**config.mk**
```make
export PLATFORM = sky130hd
export DESIGN_NAME = led_panel_top
export DESIGN_NICKNAME = d
export VERILOG_FILES = /design/src/logic/panel_geometry_pkg.sv /design/src/logic/panel_ctrl_pkg.sv /design/src/logic/timeout.sv /design/src/logic/framebuffer_ram.sv /design/src/logic/framebuffer_fetch.sv /design/src/logic/panel_config_regs.sv /design/src/logic/panel_scan.sv /design/src/logic/led_panel_top.sv
export VERILOG_INCLUDE_DIRS = /design/src /design/src/logic
export SDC_FILE = /design/constraint.sdc
export NUM_CORES = 1
export LEC_CHECK = 0
export BUFFER_PORTS_ARGS = -buffer_cell sky130_fd_sc_hd__buf_4
export CORE_ASPECT_RATIO = 1.75
export CORE_UTILIZATION = 45
export CTS_CLUSTER_SIZE = 24
export DETAILED_ROUTE_END_ITERATION = 10
export MAX_ROUTING_LAYER = met4
export SLEW_MARGIN = 20
export SYNTH_ARGS = -nofsm -noshare
export SYNTH_HDL_FRONTEND = slang
export SYNTH_SLANG_ARGS = --single-unit
```
**constraint.sdc**
```tcl
create_clock -name clk_in -period 4.9 [get_ports clk_in]
set_clock_uncertainty 0.1 [all_clocks]
set_input_delay 0.49 -clock clk_in [delete_from_list [all_inputs] [get_ports clk_in]]
set_output_delay 0.49 -clock clk_in [all_outputs]
set_load 0.03 [all_outputs]
```
**src/logic/led_panel_defines.svh**
```systemverilog
/* panel geometry and fetch wait, kept small for simulation
   columns and half rows must be powers of two, FETCH_WAIT must fit in 2 bits */
`ifndef LED_PANEL_DEFINES_SVH
`define LED_PANEL_DEFINES_SVH

// columns shifted per row
`define PANEL_COLUMNS 8

// rows per half, top and bottom halves scan together
`define PANEL_HALF_ROWS 4

// bits of one pixel in one half
`define SUBPANEL_BITS 8

// timer load for one RAM fetch
// RAM read enable stays high this many cycles
`define FETCH_WAIT 3

`endif

```
**src/logic/panel_geometry_pkg.sv**
```systemverilog
/* address and pixel types, widths follow the panel defines
   RAM word layout matches pixel_pair_t, bottom half in the upper byte */
`default_nettype none

`include "led_panel_defines.svh"

package panel_geometry_pkg;

    // column index within a row
    typedef logic [$clog2(`PANEL_COLUMNS)-1:0] column_addr_t;

    // half-row index, shared by top and bottom
    typedef logic [$clog2(`PANEL_HALF_ROWS)-1:0] row_addr_t;

    // row in the upper bits, column below
    typedef logic [$bits(row_addr_t)+$bits(column_addr_t)-1:0] ram_addr_t;

    typedef logic [`SUBPANEL_BITS-1:0] subpixel_t;

    // one column of both halves
    typedef struct packed {
        subpixel_t bottom;
        subpixel_t top;
    } pixel_pair_t;

endpackage

`default_nettype wire

```
**src/logic/panel_ctrl_pkg.sv**
```systemverilog
/* scan FSM states, config selectors and the config / panel output bundles
   needs panel_geometry_pkg compiled first */
`default_nettype none

package panel_ctrl_pkg;

    typedef enum logic [1:0] {
        IDLE,
        FETCH,
        SHIFT,
        LATCH
    } scan_state_e;

    // config register selector
    typedef enum logic {
        CFG_RUN      = 1'b0,
        CFG_LAST_COL = 1'b1
    } cfg_reg_e;

    typedef struct packed {
        logic                               run;
        panel_geometry_pkg::column_addr_t   last_column;
    } panel_cfg_t;

    // levels and strobes towards the panel
    typedef struct packed {
        logic                               panel_clk;
        logic                               latch;
        logic                               blank;
        panel_geometry_pkg::row_addr_t      row;
        panel_geometry_pkg::pixel_pair_t    pixels;
    } panel_out_t;

endpackage

`default_nettype wire

```
**src/logic/timeout.sv**
```systemverilog
/* loadable down-counter, running while nonzero
   start wins over counting, a start with value 0 just stops it */
`default_nettype none
`timescale 1ns/1ps

module timeout #(
    parameter int counter_width = 2
) (
    input  wire logic                     reset,
    input  wire logic                     clk_in,
    input  wire logic                     start,
    input  wire logic [counter_width-1:0] value,
    output logic      [counter_width-1:0] counter,
    output logic                          running
);

    always_ff @(posedge clk_in) begin
        if (reset) begin
            counter <= '0;
        end else if (start) begin
            // reload, even mid count
            counter <= value;
        end else if (counter != '0) begin
            counter <= counter - 1'b1;
        end
    end

    // high for exactly value cycles after the start cycle
    assign running = (counter != '0);

endmodule

`default_nettype wire

```
**src/logic/framebuffer_ram.sv**
```systemverilog
/* 32-word framebuffer, one write port and one enabled registered read port
   read data appears the cycle after read_enable, and holds while it is low */
`default_nettype none
`timescale 1ns/1ps

`include "led_panel_defines.svh"

module framebuffer_ram (
    input  wire logic                            reset,
    input  wire logic                            clk_in,
    input  wire logic                            write,
    input  wire panel_geometry_pkg::ram_addr_t   waddr,
    input  wire panel_geometry_pkg::pixel_pair_t wdata,
    input  wire logic                            read_enable,
    input  wire panel_geometry_pkg::ram_addr_t   raddr,
    output panel_geometry_pkg::pixel_pair_t      rdata
);

    // one word per column per half-row
    panel_geometry_pkg::pixel_pair_t mem [`PANEL_COLUMNS*`PANEL_HALF_ROWS];

    // host side
    always_ff @(posedge clk_in) begin
        if (write) begin
            mem[waddr] <= wdata;
        end
    end

    // fetch side, gated by the fetch timer
    always_ff @(posedge clk_in) begin
        if (reset) begin
            rdata <= '0;
        end else if (read_enable) begin
            rdata <= mem[raddr];
        end
    end

endmodule

`default_nettype wire

```
**src/logic/framebuffer_fetch.sv**
```systemverilog
/* fetches one pixel pair per start pulse, pixels valid 3 cycles after start
   row and column must stay stable while ram_clk_enable is high */
`default_nettype none
`timescale 1ns/1ps

`include "led_panel_defines.svh"

module framebuffer_fetch (
    input  wire logic                             reset,
    input  wire logic                             clk_in,
    input  wire panel_geometry_pkg::column_addr_t column,
    input  wire panel_geometry_pkg::row_addr_t    row,
    input  wire logic                             pixel_load_start,
    input  wire panel_geometry_pkg::pixel_pair_t  ram_rdata,
    output panel_geometry_pkg::ram_addr_t         ram_address,
    output logic                                  ram_clk_enable,
    output panel_geometry_pkg::pixel_pair_t       pixels
);

    logic [1:0] pixel_load_counter;

    // row major, one row of columns is contiguous
    assign ram_address = {row, column};

    // counter runs 3, 2, 1 after the start cycle
    timeout #(
        .counter_width(2)
    ) fetch_timer (
        .reset   (reset),
        .clk_in  (clk_in),
        .start   (pixel_load_start),
        .value   (2'(`FETCH_WAIT)),
        .counter (pixel_load_counter),
        .running (ram_clk_enable)
    );

    // RAM word registered one cycle earlier, take it at count 2
    always_ff @(posedge clk_in) begin
        if (reset) begin
            pixels <= '0;
        end else if (pixel_load_counter == 2'd2) begin
            pixels <= ram_rdata;
        end
    end

endmodule

`default_nettype wire

```
**src/logic/panel_config_regs.sv**
```systemverilog
/* run bit and last active column, written by plain host strobes
   a new last column takes effect at the next end-of-column check */
`default_nettype none
`timescale 1ns/1ps

`include "led_panel_defines.svh"

module panel_config_regs (
    input  wire logic                     reset,
    input  wire logic                     clk_in,
    input  wire logic                     cfg_write,
    input  wire panel_ctrl_pkg::cfg_reg_e cfg_sel,
    input  wire logic [2:0]               cfg_wdata,
    output panel_ctrl_pkg::panel_cfg_t    cfg
);

    always_ff @(posedge clk_in) begin
        if (reset) begin
            // stopped, full width
            cfg.run         <= 1'b0;
            cfg.last_column <= panel_geometry_pkg::column_addr_t'(`PANEL_COLUMNS - 1);
        end else if (cfg_write) begin
            case (cfg_sel)
                panel_ctrl_pkg::CFG_RUN: begin
                    cfg.run <= cfg_wdata[0];
                end
                panel_ctrl_pkg::CFG_LAST_COL: begin
                    // low 3 bits hold the column
                    cfg.last_column <= cfg_wdata;
                end
                default: begin
                    cfg <= cfg;
                end
            endcase
        end
    end

endmodule

`default_nettype wire

```
**src/logic/panel_scan.sv**
```systemverilog
/* column / row scan FSM, one fetch then one panel clock per column
   clearing run stops the scan only at the end of a frame */
`default_nettype none
`timescale 1ns/1ps

`include "led_panel_defines.svh"

module panel_scan (
    input  wire logic                            reset,
    input  wire logic                            clk_in,
    input  wire panel_ctrl_pkg::panel_cfg_t      cfg,
    input  wire logic                            ram_clk_enable,
    input  wire panel_geometry_pkg::pixel_pair_t pixels,
    output panel_geometry_pkg::column_addr_t     column,
    output panel_geometry_pkg::row_addr_t        row,
    output logic                                 pixel_load_start,
    output panel_ctrl_pkg::panel_out_t           panel_out,
    output logic                                 frame_done
);

    panel_ctrl_pkg::scan_state_e state;
    // read enable went high for the current fetch
    logic fetch_seen;
    logic last_row;

    assign last_row = (row == panel_geometry_pkg::row_addr_t'(`PANEL_HALF_ROWS - 1));

    always_ff @(posedge clk_in) begin
        if (reset) begin
            state               <= panel_ctrl_pkg::IDLE;
            column              <= '0;
            row                 <= '0;
            pixel_load_start    <= 1'b0;
            fetch_seen          <= 1'b0;
            frame_done          <= 1'b0;
            panel_out.panel_clk <= 1'b0;
            panel_out.latch     <= 1'b0;
            panel_out.blank     <= 1'b1;
            panel_out.row       <= '0;
            panel_out.pixels    <= '0;
        end else begin
            // strobes default low
            pixel_load_start <= 1'b0;
            frame_done       <= 1'b0;
            case (state)
                panel_ctrl_pkg::IDLE: begin
                    if (cfg.run) begin
                        state            <= panel_ctrl_pkg::FETCH;
                        pixel_load_start <= 1'b1;
                        panel_out.blank  <= 1'b0;
                    end
                end
                panel_ctrl_pkg::FETCH: begin
                    if (ram_clk_enable) begin
                        fetch_seen <= 1'b1;
                    end
                    // falling read enable means the pixels are captured
                    if (fetch_seen && !ram_clk_enable) begin
                        fetch_seen          <= 1'b0;
                        state               <= panel_ctrl_pkg::SHIFT;
                        panel_out.panel_clk <= 1'b1;
                        panel_out.pixels    <= pixels;
                    end
                end
                panel_ctrl_pkg::SHIFT: begin
                    panel_out.panel_clk <= 1'b0;
                    if (column < cfg.last_column) begin
                        column           <= column + 1'b1;
                        state            <= panel_ctrl_pkg::FETCH;
                        pixel_load_start <= 1'b1;
                    end else begin
                        // row done, blank while latching it
                        state           <= panel_ctrl_pkg::LATCH;
                        panel_out.latch <= 1'b1;
                        panel_out.blank <= 1'b1;
                        panel_out.row   <= row;
                    end
                end
                panel_ctrl_pkg::LATCH: begin
                    panel_out.latch <= 1'b0;
                    column          <= '0;
                    row             <= last_row ? '0 : row + 1'b1;
                    frame_done      <= last_row;
                    if (last_row && !cfg.run) begin
                        // stay blanked
                        state <= panel_ctrl_pkg::IDLE;
                    end else begin
                        state            <= panel_ctrl_pkg::FETCH;
                        pixel_load_start <= 1'b1;
                        panel_out.blank  <= 1'b0;
                    end
                end
                default: begin
                    state <= panel_ctrl_pkg::IDLE;
                end
            endcase
        end
    end

endmodule

`default_nettype wire

```
**src/logic/led_panel_top.sv**
```systemverilog
/* pixel path of a small HUB75-style driver, no PWM planes and no handshakes
   host writes to RAM and config are single-cycle strobes */
`default_nettype none
`timescale 1ns/1ps

module led_panel_top (
    input  wire logic                            reset,
    input  wire logic                            clk_in,
    input  wire logic                            fb_write,
    input  wire panel_geometry_pkg::ram_addr_t   fb_addr,
    input  wire panel_geometry_pkg::pixel_pair_t fb_wdata,
    input  wire logic                            cfg_write,
    input  wire panel_ctrl_pkg::cfg_reg_e        cfg_sel,
    input  wire logic [2:0]                      cfg_wdata,
    output panel_ctrl_pkg::panel_out_t           panel_out,
    output logic                                 frame_done
);

    // fetch <-> RAM
    panel_geometry_pkg::ram_addr_t    ram_address;
    panel_geometry_pkg::pixel_pair_t  ram_rdata;
    logic                             ram_clk_enable;
    // scan <-> fetch
    panel_geometry_pkg::column_addr_t column;
    panel_geometry_pkg::row_addr_t    row;
    logic                             pixel_load_start;
    panel_geometry_pkg::pixel_pair_t  fetch_pixels;
    panel_ctrl_pkg::panel_cfg_t       cfg;

    framebuffer_ram fb_ram (
        .reset(reset), .clk_in(clk_in),
        .write(fb_write), .waddr(fb_addr), .wdata(fb_wdata),
        .read_enable(ram_clk_enable), .raddr(ram_address), .rdata(ram_rdata)
    );

    framebuffer_fetch fb_fetch (
        .reset(reset), .clk_in(clk_in),
        .column(column), .row(row), .pixel_load_start(pixel_load_start),
        .ram_rdata(ram_rdata), .ram_address(ram_address),
        .ram_clk_enable(ram_clk_enable), .pixels(fetch_pixels)
    );

    panel_config_regs cfg_regs (
        .reset(reset), .clk_in(clk_in),
        .cfg_write(cfg_write), .cfg_sel(cfg_sel), .cfg_wdata(cfg_wdata), .cfg(cfg)
    );

    panel_scan scan (
        .reset(reset), .clk_in(clk_in),
        .cfg(cfg), .ram_clk_enable(ram_clk_enable), .pixels(fetch_pixels),
        .column(column), .row(row), .pixel_load_start(pixel_load_start),
        .panel_out(panel_out), .frame_done(frame_done)
    );

endmodule

`default_nettype wire

```
* Word level (Yosys, flattened, before mapping) *
Memories as Yosys holds them, arrays and structs flattened. A register that Yosys moved wholly into a read port is not among the register bits.
Cells that the tools add are included.

storage, ports and cells
  flip-flop bits (word level) = 53
  latch bits = 0
  bits in writable memories = 512
  memory bits (read-only) = 0
  word-level logic and storage cells = 82
  memories kept = 1

memories
  memory      words  width  rd ports  clocked after Yosys merged registers in  wr ports  line                   source
  fb_ram.mem  32     16     1         1                                        1         framebuffer_ram.sv:20  panel_geometry_pkg::pixel_pair_t mem [`PANEL_COLUMNS*`PANEL_HALF_ROWS];

operators by class
  $add $sub $neg = 3
  multipliers = 0
  div/mod/pow operators = 0
  order comparisons = 1
  equal/unequal tests = 10
  shift operators = 0
  mux-type cells = 25
  bitwise gates (word level) = 3
  reductions and logical operators = 22

operators by type and width
  operator                                                                  count
  2-bit AND reduction                                                       9
  2-bit 2-to-1 mux                                                          6
  1-bit 2-to-1 mux                                                          11
  2-bit nonzero test                                                        5
  2-bit == test (second input constant)                                     4
  2-bit case mux with 4 select lines                                        1
  2-bit inequality test (second input constant)                             3
  1-bit case mux with 3 select lines                                        2
  3-bit case mux with 2 select lines                                        1
  4-bit 2-to-1 mux                                                          1
  2-bit by 1-bit inequality test with 1-bit output (second input constant)  2
  1-bit case mux with 2 select lines                                        2
  4-bit AND reduction                                                       1
  3-bit by 1-bit adder with 3-bit output (second input constant)            1
  3-bit less-than comparator                                                1
  3-bit 2-to-1 mux                                                          1
  1-bit inverter                                                            3
  3-bit nonzero test                                                        1
  2-bit by 1-bit adder with 2-bit output (second input constant)            1
  2-bit by 1-bit == test with 1-bit output (second input constant)          1
  1-bit logical AND                                                         2
  1-bit zero test                                                           2
  2-bit zero test                                                           1
  2-bit OR reduction                                                        1
  2-bit by 1-bit subtractor with 2-bit output (second input constant)       1

* Depth between registers and ports, before layout *
  depth in word-level cells = 5
  mapped depth = 8
  depth with buffers taken out = 6

* By module *
From an unflattened synthesis, not the netlist that was laid out.

unflattened totals
  cells, all modules = 1402
  area total of the unflattened synthesis = 22912.0 um^2

modules (own cells, without submodules)
  module             instances  cells each  area an instance (um^2)  seq. area each (um^2)
  framebuffer_ram    1          1146        20533.4                  15695.1
  panel_scan         1          151         1282.5                   620.6
  framebuffer_fetch  1          77          809.5                    320.3
  panel_config_regs  1          15          160.2                    80.1
  timeout            1          13          126.4                    40.0

* Worst setup path after synthesis *
No wires, ideal clock.

  path type = in2reg
  from = input port fb_addr[1]
  to = memory fb_ram.mem[12][0] in the netlist's numbering (enable)
  arrival = 1.842 ns
  data required time = 4.412 ns
  setup slack = 2.570 ns
  cell stages on the path = 3
  buffers on the path = 1
  cells stage by stage = or3b_2 clkbuf_1 nor2_1

RTL lines
  element      line                   source
  from (decl)  led_panel_top.sv:10    input wire panel_geometry_pkg::ram_addr_t fb_addr,
  to (decl)    framebuffer_ram.sv:20

No word-level cell before the write port.

==> metrics.log <==
[metrics] number of placement rows: 108
[metrics] final-layout setup total negative slack: 0 ns
[metrics] critical path startpoint category: flip-flop
[metrics] setup repair after global routing missed its margin: false
[metrics] initial core utilization: 45.72%
[metrics] die area: 51470 um^2
[metrics] last weighted congestion value of the routability-driven placer: 0.9200
[metrics] IR Drop Worst-Case VDD: 249.2 uV
[metrics] antenna viol nets, final: 0
[metrics] DRC violation count after routing: 0
[metrics] ranking of synthesized cells by area: sky130_fd_sc_hd__edfxtp_1 68%, sky130_fd_sc_hd__mux4_2 6.3%, sky130_fd_sc_hd__dfxtp_1 6.1%, sky130_fd_sc_hd__mux2i_1 4.3%, sky130_fd_sc_hd__nor2b_1 1.9%
[metrics] xor and xnor area share after synthesis: 0.03852%
[metrics] Power per Cell Area: 405.3 nW/um^2
[metrics] capturing point of the worst reg2reg path: fb_ram.rdata[6]
[metrics] number of setup buffers added after CTS: 0
[metrics] Req. time, crit path: 5.27 ns
[metrics] flops & latches, synth: 581
[metrics] CTS sink count: 581
[metrics] number of buffers on the longest clock path: 3
[metrics] Via density: 5.708
[metrics] main flop type after synthesis: sky130_fd_sc_hd__edfxtp_1
[metrics] final critical-path required period: 3.109 ns
[metrics] antenna violations before repair: 0
[metrics] DRT iter0 DRCs: 942
[metrics] total leakage power: 0.007952 uW
[metrics] pin count of the biggest net entering global routing: 68
[metrics] result of the run: complete, no violations
[metrics] R2R depth: 6
[metrics] vias in the first global route: 12.12k
[metrics] count of TritonRoute iterations in the first routing pass: 5
[metrics] worst rel slew slack: 34.43%
[metrics] Ant. Diodes: 0
[metrics] worst hold path class: primary input to flip-flop
[metrics] worst endpoint data arrival time: 3.48 ns
[metrics] FFs w/ async S/R, synth: 0%
[metrics] total core area: 49730 um^2
[metrics] synthesis-to-finish area growth: 12.13%
[metrics] share of post-route cells with drive strength above 1: 18.28%
[metrics] area share of and/or/nand/nor cells after synthesis: 6.637%
[metrics] worst r2r src: scan.column[0]
[metrics] overall overflow remaining after global route: 0
[metrics] complex-gate fraction of the synthesized area: 5.145%
[metrics] first-pass GRT wire length: 80120 um
[metrics] syn avg cell area: 17.08 um^2
[metrics] area of the mapped netlist: 22740 um^2
[metrics] setup violators final: 0
[metrics] detailed placer's ending HPWL: 33360 um
[metrics] Max Cap Viol: 0
[metrics] clock insertion delay at the later pin of the skew report: 0.58 ns
[metrics] endpoint type of the worst setup path: flip-flop
[metrics] CTS tree: yes
[metrics] Warnings, synthesis: 0
[metrics] Hold Startpoint: cfg_wdata[0]
[metrics] hold depth: 3
[metrics] number of flops mapped to enable cells by yosys: 512
[metrics] flop2flop setup slack: 1.79 ns
[metrics] proportion of synthesized area in mux cells: 12.24%
[metrics] Setup CP Type: flip-flop to flip-flop
[metrics] Post-Syn Nets: 1366
[metrics] top cell types by occurrence after synthesis: 512 x sky130_fd_sc_hd__edfxtp_1, 98 x sky130_fd_sc_hd__mux2i_1, 77 x sky130_fd_sc_hd__nor2_1, 70 x sky130_fd_sc_hd__nor2b_1, 69 x sky130_fd_sc_hd__dfxtp_1
[metrics] routed wire length: 54440 um
[metrics] adder and majority gate portion of the synthesized area: 0.3302%
[metrics] sequential area share after synthesis: 73.70%
[metrics] floorplan die height: 299.4 um
[metrics] Post-Syn Instances: 1331
[metrics] dominant cell type by area after synthesis: sky130_fd_sc_hd__edfxtp_1
[metrics] Die W: 171.9 um
[metrics] number of library cell types mapped by synthesis: 43
[metrics] CTS clk-pin slew, worst paths: 0.07 ns
[metrics] hold buffer count at cts: 0
[metrics] Net count, final: 1433
[metrics] share of the synthesized area in the top cell type: 67.62%
[metrics] maximum level of the CTS H-tree: 2
[metrics] number of instances resized during post-cts repair: 0
[metrics] period utilization: 63.45%
[metrics] number of top-level pins: 51
[metrics] worst hold margin: 0.06904 ns
[metrics] count of port buffers added during placement: 50
[metrics] Via Count: 11.98k
[metrics] final-report hold violation count: 0
[metrics] largest fanout on the critical path: 34
[metrics] wire length per cell after detailed routing: 25.93 um
[metrics] global router's overall resource usage: 22.37%
[metrics] pin slew with the least headroom to its limit: 0.9791 ns
[metrics] hold worst-path end: cfg_regs.cfg[3]
[metrics] maximum operating frequency: 0.3217 GHz
[metrics] most frequent cell after synthesis: sky130_fd_sc_hd__edfxtp_1
[metrics] clock root buffer: sky130_fd_sc_hd__clkbuf_16
[metrics] Max Transition Viols Final: 0
[metrics] dominant combinational cell family by area after synthesis: multiplexers
[metrics] total clock buffers created by CTS: 51
[where the power goes]
part / internal, uW / switching (uW)
Clock: 2080 / 1730
Combinational: 352 / 533
Sequential: 5530 / 117
Total: 7960 / 2380
[kinds of logic (layout without fill, tap and decap cells)]
group	after synthesis	count (layout)
AOI/OAI and AO/OA	171	171
xor gates and xnor gates	1	1
adders and majority gates	6	6
buffers and inverters	89	197
DFF	581	581
muxes	194	194
and+or+nand+nor	289	289
[state kept, by name (all words and copies together), names as in the netlist]
name / flops
fb_ram.mem: 512
cfg_regs.cfg: 4
scan.row: 2
fb_ram.rdata: 16
scan.state: 2
scan.fetch_seen: 1
scan.frame_done: 1
scan.panel_out: 21
fb_fetch.fetch_timer.counter: 2
scan.column: 3
fb_fetch.pixels: 16
scan.pixel_load_start: 1
[cell type report]
type,instances,area (um^2)
Timing Repair Buffer,98,748.2
Clock inverter,30,198.9
Inverter,5,18.77
Tap cell,660,825.8
Multi-Input combinational cell,661,5574
Clock buffer,64,1366
Sequential cell,581,16760
Fill cell,4130,24230
[worst max-delay path, stage by stage, from the launching register on]
cell,delay (ns)
sky130_fd_sc_hd__dfxtp_4,0.77
sky130_fd_sc_hd__buf_4,0.48
sky130_fd_sc_hd__nor2b_2,0.88
sky130_fd_sc_hd__a22oi_1,0.22
sky130_fd_sc_hd__nand4b_1,0.16
sky130_fd_sc_hd__o22ai_1,0.15
sky130_fd_sc_hd__o32a_1,0.23
[stage by stage]
| step | std cells | utilization [%] | power [uW] | area [um^2] | worst slack [ns] |
|---|---|---|---|---|---|
| 2_1_floorplan | 1331 | - | 6283 | 22740 | 2.570 |
| 3_3_place_gp | 2005 | 48.12 | 6605 | 23930 | 1.806 |
| 3_5_place_dp | 2005 | 48.12 | 6624 | 23930 | 1.749 |
| 4_1_cts | 2099 | 51.27 | 10410 | 25490 | 1.737 |
| 5_1_grt | 2099 | 51.27 | 10670 | 25500 | 1.620 |
| 6_report | 2099 | 51.27 | 10330 | 25500 | 1.791 |
[placed cells by master (no fill, tap or decap), types with 13 or more instances in the layout]
| cell type | synthesis | layout |
|---|---|---|
| sky130_fd_sc_hd__nand2_1 | 55 | 55 |
| sky130_fd_sc_hd__mux2i_1 | 98 | 98 |
| sky130_fd_sc_hd__a21oi_1 | 43 | 43 |
| sky130_fd_sc_hd__mux2_1 | 13 | 13 |
| sky130_fd_sc_hd__dfxtp_1 | 69 | 67 |
| sky130_fd_sc_hd__clkbuf_16 | 0 | 52 |
| sky130_fd_sc_hd__a211oi_1 | 50 | 50 |
| sky130_fd_sc_hd__a22oi_1 | 16 | 16 |
| sky130_fd_sc_hd__nand4b_1 | 17 | 17 |
| sky130_fd_sc_hd__nor3_1 | 17 | 17 |
| sky130_fd_sc_hd__mux4_2 | 64 | 64 |
| sky130_fd_sc_hd__buf_4 | 5 | 97 |
| sky130_fd_sc_hd__edfxtp_1 | 512 | 512 |
| sky130_fd_sc_hd__mux2_2 | 19 | 19 |
| sky130_fd_sc_hd__nor2_1 | 77 | 76 |
| sky130_fd_sc_hd__o22ai_1 | 32 | 32 |
| sky130_fd_sc_hd__o32a_1 | 16 | 16 |
| sky130_fd_sc_hd__nor4_1 | 16 | 13 |
| sky130_fd_sc_hd__clkinv_1 | 0 | 16 |
| sky130_fd_sc_hd__nor2b_1 | 70 | 67 |
[layer usage]
layer | vias to the layer above | global-route usage [%] | share of wire [%]
li1 | 5375 | - | -
met1 | 6092 | 26.53 | 38
met2 | 406 | 37.87 | 52
met3 | 109 | 2.495 | 5.4
met4 | 0 | 10.43 | 4.9
met5 | - | - | 0
[worst max-delay path by stage]
stage,from,to,cells past startpoint
3_3_place_gp,scan.column[1],fb_ram.rdata[6],6
5_1_grt,scan.column[0],fb_ram.rdata[6],6
6_report,scan.column[0],fb_ram.rdata[6],6
3_5_place_dp,scan.column[0],fb_ram.rdata[6],6
2_1_floorplan,fb_addr[1],fb_ram.mem[12][0],3
4_1_cts,scan.column[0],fb_ram.rdata[6],6
No activity file was read; power rests on OpenSTA's default activity.
